[src/hw/uart_params.svh]
`ifndef UART_PARAMS_SVH
`define UART_PARAMS_SVH

// character width, one line bit per clk
`define UART_DATA_BITS 8

// fifo depths in entries
`define UART_RX_DEPTH 8
`define UART_TX_DEPTH 8

// wishbone word addresses
`define UART_ADDR_DATA   2'd0
`define UART_ADDR_STATUS 2'd1

`endif
[src/hw/uart_pkg.sv]
`default_nettype none
`include "uart_params.svh"

package uart_pkg;

    // receive states, one per line bit after the start bit
    typedef enum logic [3:0] {
        rxs_wait_idle = 4'd0,   // line must go high once after reset
        rxs_idle      = 4'd1,   // waiting for a start bit
        rxs_d0        = 4'd2,
        rxs_d1        = 4'd3,
        rxs_d2        = 4'd4,
        rxs_d3        = 4'd5,
        rxs_d4        = 4'd6,
        rxs_d5        = 4'd7,
        rxs_d6        = 4'd8,
        rxs_d7        = 4'd9,
        rxs_parity    = 4'd10,
        rxs_success   = 4'd11,  // stop bit cycle with good parity
        rxs_error     = 4'd12
    } rx_state_t;

    // transmit states, named after the bit currently on the line
    typedef enum logic [2:0] {
        txs_idle   = 3'd0,
        txs_start  = 3'd1,
        txs_data   = 3'd2,
        txs_parity = 3'd3,
        txs_stop   = 3'd4
    } tx_state_t;

    // err sits above the character so a 9-bit read maps straight to bit 8
    typedef struct packed {
        logic                       err;
        logic [`UART_DATA_BITS-1:0] data;
    } rx_entry_t;

endpackage

`default_nettype wire

[src/hw/uart_top.sv]
`timescale 1ns/10ps
`default_nettype none
`include "uart_params.svh"

module uart_top
(
    input  logic        clk,
    input  logic        reset,
    input  logic        wb_cyc,
    input  logic        wb_stb,
    input  logic        wb_we,
    input  logic [1:0]  wb_adr,
    input  logic [31:0] wb_dat_w,
    output logic [31:0] wb_dat_r,
    output logic        wb_ack,
    input  logic        rx,
    output logic        tx
);
    import uart_pkg::*;

    rx_entry_t                  rx_in;
    rx_entry_t                  rx_head;
    logic                       rx_valid;
    logic                       rx_err;
    logic [`UART_DATA_BITS-1:0] rx_char;
    logic                       rx_push;
    logic                       rx_pop;
    logic                       rx_empty;
    logic                       rx_overflow;
    logic                       tx_push;
    logic [`UART_DATA_BITS-1:0] tx_byte;
    logic [`UART_DATA_BITS-1:0] tx_head;
    logic                       tx_pop;
    logic                       tx_empty;
    logic                       tx_full;
    logic                       tx_overflow;

    // errors are queued too, flagged, so the cpu sees them in order
    assign rx_push    = rx_valid || rx_err;
    assign rx_in.err  = rx_err;
    assign rx_in.data = rx_char;

    wb_uart_regs u_regs (
        .clk(clk), .reset(reset),
        .wb_cyc(wb_cyc), .wb_stb(wb_stb), .wb_we(wb_we), .wb_adr(wb_adr),
        .wb_dat_w(wb_dat_w), .wb_dat_r(wb_dat_r), .wb_ack(wb_ack),
        .rx_head(rx_head), .rx_empty(rx_empty), .rx_overflow(rx_overflow), .rx_pop(rx_pop),
        .tx_full(tx_full), .tx_overflow(tx_overflow), .tx_push(tx_push), .tx_byte(tx_byte)
    );

    // a full rx fifo is only reported through overflow
    sync_fifo #(.payload_t(rx_entry_t), .depth(`UART_RX_DEPTH)) u_rx_fifo (
        .clk(clk), .reset(reset), .push(rx_push), .push_data(rx_in), .pop(rx_pop),
        .pop_data(rx_head), .empty(rx_empty), .full(), .overflow(rx_overflow)
    );

    sync_fifo #(.payload_t(logic [`UART_DATA_BITS-1:0]), .depth(`UART_TX_DEPTH)) u_tx_fifo (
        .clk(clk), .reset(reset), .push(tx_push), .push_data(tx_byte), .pop(tx_pop),
        .pop_data(tx_head), .empty(tx_empty), .full(tx_full), .overflow(tx_overflow)
    );

    uart_rx_decoder u_rx (
        .clk(clk), .reset(reset), .rx(rx),
        .rx_valid(rx_valid), .rx_err(rx_err), .rx_data(rx_char)
    );

    uart_tx_encoder u_tx (
        .clk(clk), .reset(reset), .fifo_empty(tx_empty), .fifo_data(tx_head),
        .fifo_pop(tx_pop), .tx(tx)
    );

endmodule

`default_nettype wire

[src/hw/wb_uart_regs.sv]
`timescale 1ns/10ps
`default_nettype none
`include "uart_params.svh"

module wb_uart_regs
(
    input  logic                       clk,
    input  logic                       reset,
    input  logic                       wb_cyc,
    input  logic                       wb_stb,
    input  logic                       wb_we,
    input  logic [1:0]                 wb_adr,       // word address
    input  logic [31:0]                wb_dat_w,
    output logic [31:0]                wb_dat_r,     // valid while ack is high
    output logic                       wb_ack,
    input  uart_pkg::rx_entry_t        rx_head,
    input  logic                       rx_empty,
    input  logic                       rx_overflow,
    output logic                       rx_pop,
    input  logic                       tx_full,
    input  logic                       tx_overflow,
    output logic                       tx_push,
    output logic [`UART_DATA_BITS-1:0] tx_byte
);
    logic        req;
    logic        is_data;
    logic        is_status;
    logic        status_wr;
    logic        rx_ovf_q;   // sticky rx overflow
    logic        tx_ovf_q;   // sticky tx overflow
    logic [31:0] rd_data;

    assign req       = wb_cyc && wb_stb;
    assign is_data   = (wb_adr == `UART_ADDR_DATA);
    assign is_status = (wb_adr == `UART_ADDR_STATUS);

    // one ack per access, low again next cycle even if stb stays high
    always_ff @(posedge clk)
    begin
        if (reset)
            wb_ack <= 1'b0;
        else
            wb_ack <= req && !wb_ack;
    end

    // strobes fire in the ack cycle, master holds adr and data until then
    assign tx_push   = wb_ack && wb_we && is_data;
    assign tx_byte   = wb_dat_w[`UART_DATA_BITS-1:0];
    assign rx_pop    = wb_ack && !wb_we && is_data && !rx_empty;
    assign status_wr = wb_ack && wb_we && is_status;

    always_ff @(posedge clk)
    begin
        if (reset)
        begin
            rx_ovf_q <= 1'b0;
            tx_ovf_q <= 1'b0;
        end
        else
        begin
            if (rx_overflow)
                rx_ovf_q <= 1'b1;   // a new overflow wins over a clear
            else if (status_wr && wb_dat_w[2])
                rx_ovf_q <= 1'b0;
            if (tx_overflow)
                tx_ovf_q <= 1'b1;
            else if (status_wr && wb_dat_w[3])
                tx_ovf_q <= 1'b0;
        end
    end

    always_comb
    begin
        rd_data = '0;
        if (is_data && !rx_empty)
            rd_data = {{(31 - `UART_DATA_BITS){1'b0}}, rx_head.err, rx_head.data};
        else if (is_status)
            rd_data = {28'b0, tx_ovf_q, rx_ovf_q, tx_full, rx_empty};
    end

    assign wb_dat_r = wb_ack ? rd_data : '0;

    // ack only answers a request seen in the previous cycle, never twice in a row
    assert property (@(posedge clk) disable iff (reset)
        wb_ack |-> $past(req) && !$past(wb_ack));

endmodule

`default_nettype wire

[src/hw/uart_tx_encoder.sv]
`timescale 1ns/10ps
`default_nettype none
`include "uart_params.svh"

module uart_tx_encoder
(
    input  logic                       clk,
    input  logic                       reset,
    input  logic                       fifo_empty,
    input  logic [`UART_DATA_BITS-1:0] fifo_data,   // head byte of the transmit fifo
    output logic                       fifo_pop,
    output logic                       tx           // registered serial line
);
    import uart_pkg::*;

    localparam int idx_w = $clog2(`UART_DATA_BITS);

    tx_state_t                  state_q;
    logic [idx_w-1:0]           bit_idx;    // data bit now on the line
    logic [`UART_DATA_BITS-1:0] byte_q;
    logic                       parity_q;

    // a new byte can be taken when idle or during the stop bit
    assign fifo_pop = ((state_q == txs_idle) || (state_q == txs_stop)) && !fifo_empty;

    always_ff @(posedge clk)
    begin
        if (fifo_pop)
        begin
            byte_q   <= fifo_data;
            parity_q <= ^fifo_data;   // even parity bit
        end
    end

    always_ff @(posedge clk)
    begin
        if (reset)
        begin
            state_q <= txs_idle;
            bit_idx <= '0;
            tx      <= 1'b1;
        end
        else
        begin
            case (state_q)
                txs_idle, txs_stop:
                begin
                    if (!fifo_empty)
                    begin
                        state_q <= txs_start;
                        tx      <= 1'b0;
                    end
                    else
                    begin
                        state_q <= txs_idle;
                        tx      <= 1'b1;
                    end
                end
                txs_start:
                begin
                    state_q <= txs_data;
                    bit_idx <= '0;
                    tx      <= byte_q[0];   // lsb first
                end
                txs_data:
                begin
                    if (bit_idx == idx_w'(`UART_DATA_BITS - 1))
                    begin
                        state_q <= txs_parity;
                        tx      <= parity_q;
                    end
                    else
                    begin
                        bit_idx <= bit_idx + 1'b1;
                        tx      <= byte_q[bit_idx + 1'b1];
                    end
                end
                txs_parity:
                begin
                    state_q <= txs_stop;
                    tx      <= 1'b1;
                end
                default:
                begin
                    state_q <= txs_idle;
                    tx      <= 1'b1;
                end
            endcase
        end
    end

    // every pop puts a start bit on the line in the next cycle
    assert property (@(posedge clk) disable iff (reset) fifo_pop |=> !tx);

endmodule

`default_nettype wire

[src/hw/uart_rx_decoder.sv]
`timescale 1ns/10ps
`default_nettype none
`include "uart_params.svh"

module uart_rx_decoder
(
    input  logic                       clk,
    input  logic                       reset,
    input  logic                       rx,        // serial line, sampled once per bit
    output logic                       rx_valid,  // good character, one cycle
    output logic                       rx_err,    // parity or stop error, one cycle
    output logic [`UART_DATA_BITS-1:0] rx_data
);
    import uart_pkg::*;

    rx_state_t                  state_q;
    rx_state_t                  state_d;
    logic [`UART_DATA_BITS-1:0] data_q;   // bits shifted in so far
    logic [`UART_DATA_BITS-1:0] data_d;

    assign rx_data = data_q;

    always_comb
    begin
        state_d  = state_q;
        data_d   = data_q;
        rx_valid = 1'b0;
        rx_err   = 1'b0;
        case (state_q)
            rxs_wait_idle:
            begin
                if (rx)
                    state_d = rxs_idle;
            end
            rxs_idle:
            begin
                if (!rx)
                    state_d = rxs_d0;   // start bit seen
            end
            rxs_d0:
            begin
                data_d[0] = rx;
                state_d   = rxs_d1;
            end
            rxs_d1:
            begin
                data_d[1] = rx;
                state_d   = rxs_d2;
            end
            rxs_d2:
            begin
                data_d[2] = rx;
                state_d   = rxs_d3;
            end
            rxs_d3:
            begin
                data_d[3] = rx;
                state_d   = rxs_d4;
            end
            rxs_d4:
            begin
                data_d[4] = rx;
                state_d   = rxs_d5;
            end
            rxs_d5:
            begin
                data_d[5] = rx;
                state_d   = rxs_d6;
            end
            rxs_d6:
            begin
                data_d[6] = rx;
                state_d   = rxs_d7;
            end
            rxs_d7:
            begin
                data_d[7] = rx;
                state_d   = rxs_parity;
            end
            rxs_parity:
            begin
                // even parity: xor of data and parity bit must be 0
                if (rx ^ (^data_q))
                    state_d = rxs_error;
                else
                    state_d = rxs_success;
            end
            rxs_success:
            begin
                if (rx)
                begin
                    rx_valid = 1'b1;
                    state_d  = rxs_idle;   // ready for a back-to-back frame
                end
                else
                    state_d = rxs_error;   // stop bit low
            end
            rxs_error:
            begin
                rx_err  = 1'b1;
                state_d = rxs_idle;
            end
            default:
                state_d = rxs_wait_idle;
        endcase
    end

    always_ff @(posedge clk)
    begin
        if (reset)
            state_q <= rxs_wait_idle;
        else
            state_q <= state_d;
    end

    always_ff @(posedge clk)
    begin
        data_q <= data_d;
    end

    // a result is one pulse of either kind, then quiet for at least a cycle
    assert property (@(posedge clk) disable iff (reset)
        (rx_valid || rx_err) |-> !(rx_valid && rx_err) ##1 !(rx_valid || rx_err));

endmodule

`default_nettype wire

[src/hw/sync_fifo.sv]
`timescale 1ns/10ps
`default_nettype none

module sync_fifo
#(
    parameter type payload_t = logic [7:0],
    parameter int  depth     = 8
)
(
    input  logic     clk,
    input  logic     reset,
    input  logic     push,
    input  payload_t push_data,
    input  logic     pop,
    output payload_t pop_data,   // head entry, no read latency
    output logic     empty,
    output logic     full,
    output logic     overflow    // push refused this cycle
);
    localparam int ptr_w = (depth > 1) ? $clog2(depth) : 1;
    localparam int cnt_w = $clog2(depth + 1);

    payload_t         mem [depth];
    logic [ptr_w-1:0] wr_ptr;
    logic [ptr_w-1:0] rd_ptr;
    logic [cnt_w-1:0] count;
    logic             do_push;
    logic             do_pop;

    assign empty    = (count == '0);
    assign full     = (count == cnt_w'(depth));
    assign do_push  = push && !full;
    assign do_pop   = pop && !empty;
    assign overflow = push && full;
    assign pop_data = mem[rd_ptr];

    always_ff @(posedge clk)
    begin
        if (reset)
        begin
            wr_ptr <= '0;
            rd_ptr <= '0;
            count  <= '0;
        end
        else
        begin
            if (do_push)
                wr_ptr <= (wr_ptr == ptr_w'(depth - 1)) ? '0 : wr_ptr + 1'b1;
            if (do_pop)
                rd_ptr <= (rd_ptr == ptr_w'(depth - 1)) ? '0 : rd_ptr + 1'b1;
            if (do_push && !do_pop)
                count <= count + 1'b1;
            else if (do_pop && !do_push)
                count <= count - 1'b1;
        end
    end

    always_ff @(posedge clk)
    begin
        if (do_push)
            mem[wr_ptr] <= push_data;
    end

    assert property (@(posedge clk) disable iff (reset) count <= cnt_w'(depth));

endmodule

`default_nettype wire

[config.mk]
export PLATFORM = sky130hd
export DESIGN_NAME = uart_top
export DESIGN_NICKNAME = d
export VERILOG_FILES = /design/src/hw/uart_pkg.sv /design/src/hw/uart_top.sv /design/src/hw/wb_uart_regs.sv /design/src/hw/uart_tx_encoder.sv /design/src/hw/uart_rx_decoder.sv /design/src/hw/sync_fifo.sv
export VERILOG_INCLUDE_DIRS = /design/src /design/src/hw
export SDC_FILE = /design/constraint.sdc
export NUM_CORES = 1
export LEC_CHECK = 0
export BUFFER_PORTS_ARGS = -buffer_cell sky130_fd_sc_hd__buf_2
export CAP_MARGIN = 20
export CORE_MARGIN = 1.5
export CORE_UTILIZATION = 40
export DETAILED_ROUTE_END_ITERATION = 10
export GPL_ROUTABILITY_DRIVEN = 0
export PLACE_DENSITY = 0.67
export SLEW_MARGIN = 20
export SYNTH_ARGS = -nofsm -noshare
export SYNTH_HDL_FRONTEND = slang
export SYNTH_SLANG_ARGS = --single-unit
[constraint.sdc]
create_clock -name clk -period 4.56 [get_ports clk]
set_input_delay 0.912 -clock clk [delete_from_list [all_inputs] [get_ports clk]]
set_output_delay 0.912 -clock clk [all_outputs]
set_load 0.005 [all_outputs]
==> results.md <==
- For this run, the number of Yosys warnings is 0.
- The path category of the worst min-delay check is reg2reg.
- Measured on the finished design, the core utilization comes to 45.5%.
- The final clock skew is 12.3 ps.
- The wire length of the first global-routing pass is 23,800 um.
- The fraction of the mapped netlist area in simple logic gates is 7.35%.
- The later-pin clock latency in the skew report is 430 ps.
- The highest clock rate is 0.277 GHz.
- Setup violations remaining at the end of the flow were counted as 0.
- In this run the static leakage power is 0.00322 uW.
- Setup repair after global routing left no endpoint under its margin.
- The number of top-level design ports is 74.
- The detailed-placement wirelength estimate is 9980 um.
- The headroom to the max-slew limit is 32.1%.
- Cells with a size suffix above 1 make up 19.5% of the layout.
- The buffers inserted during post-CTS setup optimization is 0.
- The tree is rooted in a clkbuf_16.
- Data on the critical path is required at its endpoint by 3650 ps.
- Summing all placed instances gives a cell area of 8890 sq um.
- The element type at the critical path start is a register.
- The critical setup path kind is reg2out.
- The final layout contains routed wiring with a total length of 15,000 um.
- The die covers 22,200 sq um.
- In the routed design, unresolved DRC markers number 0.
- Dividing the detail-routed via count by the number of cells gives 5.15.
- In this run the worst path has a maximum fanout of 15.
- The cell area after synthesis is 8520 sq um.
- The xor and xnor fraction of the mapped netlist area is 4.25%.
- In this run, post-CTS repair resized a total of 0 instances.
- The die is 149 um wide.
- The floorplan has 53 rows.
- For this run the aggregate overflow at the end of global routing stands at 0.
- In the synthesized netlist, mux cells make up 14.1% of the area.
- During placement, the flow inserted port buffers numbering 26.
- The number of buffers created by CTS is 17.
- The share of the yosys chip area belonging to registers is 63.3%.
- The final non-filler cell total is 876.
- The final number of max-transition violations is 0.
- The pre-antenna-repair detailed-routing pass consisted of 4 iterations.
- The mean post-synth cell area is 15.3 sq um.
- The post-placement cell count is 844.
- The sort of element at the end of the critical path is an output pin.
- The power density over the cells is 454 nW/um^2.
- The final hold violation count is 0.
- The clock tree from TritonCTS is built.
- 0 antenna diodes ended up in the layout.
- Buffers inserted to repair hold after CTS numbered 0.
- The synthesized netlist devotes 4.05% of its cell area to compound gates.
- CTS built an H-tree with a depth of 4.
- After synthesis, the largest family of logic cells by area is multiplexers.
- After the first detailed-routing iteration, the DRC count stood at 264.
- The region available for standard cell placement spans 21,000 sq um.
- The flip-flop and latch count after synthesis is 193.
- Global routing used 14.3% of the available tracks.
- The detailed-route wire length per cell is 17.1 um.
- The total of fill cells in the finished design is 1,822.
- The largest voltage drop on the vdd net is 0.000333 V.
- In the synthesized netlist the dominant register cell turns out to be edfxtp_1.
- The starting density of the core is 40.6%.
- In the synthesized netlist the async set-or-reset flop fraction comes to 0%.
- The remaining antenna violation count after routing is 0.
- In the final design database the tool counted 646 nets.
- The run finished with clean final reports.
- The clock input transition at the sequential cells of the worst setup and hold paths is 70 ps.
- The initial antenna violation count is 0.
- The fraction of the cycle the final worst path needs is 79.0%.
- The largest net degree at the start of global routing is 35.
- The clock period could shrink to 3600 ps.
- The area of combinational cells with multiple inputs is 2880 sq um.
- The clock passes through at most 2 buffers.
- For the pin with the worst max-slew slack, the measured transition is 1020 ps.
- Compared with the post-synthesis result, the final layout area differs by 11.9%.
- At the worst endpoint, the arrival time is 2690 ps.
- The vertical die dimension is 149 um.
- The tree built by TritonCTS fans out to 193 sinks.
- The max-capacitance violation count is 0.
- Adding up every negative setup slack in the final design gives 0 ps.
- Detailed routing inserted a total of 4,512 vias.
- After synthesis, the netlist uses 57 different library cells.
- After routing the design area is 9530 sq um.
- The number of global-route vias before repair is 4,472.
- The sequential cells in the finished layout cover a total of 5400 sq um.
- The number of enable-type register cells in the synthesized netlist is 153.
- The number of instances in the synthesized netlist is 557.
- The synthesized netlist devotes 2.82% of its cell area to adder and majority cells.
## logic make-up (layout without fill, tap and decap cells)
| logic type | after synthesis | in the layout |
|---|---|---|
| other | 1 | 23 |
| DFF | 193 | 193 |
| buffers and inverters | 58 | 80 |
| muxes | 69 | 69 |
| adders and majority gates | 18 | 18 |
| AOI/OAI and AO/OA | 55 | 55 |
| and+or+nand+nor | 125 | 125 |
| xor gates and xnor gates | 38 | 38 |
## state kept, by name, indices dropped and copies added (netlist names), 3 cells and up, named ones only
signal and cells:
u_rx.rx_data 8, u_rx.state_q 4, u_rx_fifo.count 4, u_rx_fifo.mem 72, u_rx_fifo.rd_ptr 3, u_rx_fifo.wr_ptr 3
u_tx.bit_idx 3, u_tx.byte_q 8, u_tx.state_q 3, u_tx_fifo.count 4, u_tx_fifo.mem 64, u_tx_fifo.rd_ptr 3
u_tx_fifo.wr_ptr 3
## worst max-delay path, cell delays in order, from the launching register on
cell and delay [ps]:
dfxtp_1 930, mux4_2 600, mux2_2 290, a22oi_1 240
nor2b_1 70, buf_2 130
## cell usage after synthesis, drive strengths merged, types with 13 or more instances
master / number / area share (%)
a21oi: 26 / 1.5
buf: 34 / 3.0
clkbuf: 17 / 0.75
dfxtp: 40 / 9.4
edfxtp: 153 / 54
ha: 16 / 2.4
mux2: 13 / 1.8
mux2i: 21 / 2.5
mux4: 35 / 9.8
nand2: 31 / 1.4
nor2: 34 / 1.5
nor3: 17 / 1.0
xnor2: 23 / 2.4
xor2: 13 / 1.3
## placed cells by master, fill, tap and decap left out, types with 3 or more instances in the layout
cell type,instances
edfxtp_1,153
dfxtp_1,40
nor2_1,34
nand2_1,31
a21oi_1,26
buf_2,26
mux4_2,23
xnor2_1,23
conb_1,23
mux2i_1,21
clkbuf_16,17
nor3_1,16
ha_1,16
buf_4,15
xor2_1,13
mux4_1,12
mux2_2,10
nor2b_1,6
a22oi_1,6
o21ai_0,6
inv_8,6
nand2b_1,5
nor3b_1,5
or3_1,5
inv_1,4
nor4_1,4
nand3b_1,4
nand3_1,3
inv_2,3
nor4b_2,3
clkinv_4,3
bufinv_16,3
## cell type report
cell class | count | share of cell area [%]
Sequential cell | 193 | 56.6
Inverter | 7 | 0.276
Timing Repair Buffer | 41 | 2.55
Multi-Input combinational cell | 328 | 30.2
Tap cell | 275 | 3.61
Clock inverter | 15 | 2.28
Clock buffer | 17 | 4.46
## layer usage
metal	GRT usage, %	up-vias	part of all wire, %
li1	-	2141	-
met1	18.5	2274	45
met2	23.7	83	50
met3	2.45	14	3.1
met4	6.19	0	1.5
met5	0	-	0
## worst paths after layout
kind | from | end | slack [ps] | cells after the start
worst min register to register | u_tx_fifo.rd_ptr[1] | register | 480 | 2
worst max-delay path | register | wb_dat_r[2] | 960 | 5
worst min-delay path | u_tx_fifo.rd_ptr[1] | register | 480 | 2
worst max register to register | u_rx_fifo.count[0] | u_rx_fifo.count[3] | 1250 | 11
## per-stage QoR
step                power, uW  setup slack (ps)  hold slack [ps]
floorplan                2680              1290              450
global placement         2750              1090              463
detailed placement       2790              1020              471
CTS                      4380               900              485
global route             4520               818              500
finish                   4330               955              481
## where the power goes
group / total (uW) / internal [uW] / switching [uW]
clock: 1590 / 896 / 691
sequential: 2140 / 2020 / 121
combinational: 601 / 321 / 280
total: 4330 / 3240 / 1090
Note: power is estimated with default switching activity, not from simulation.
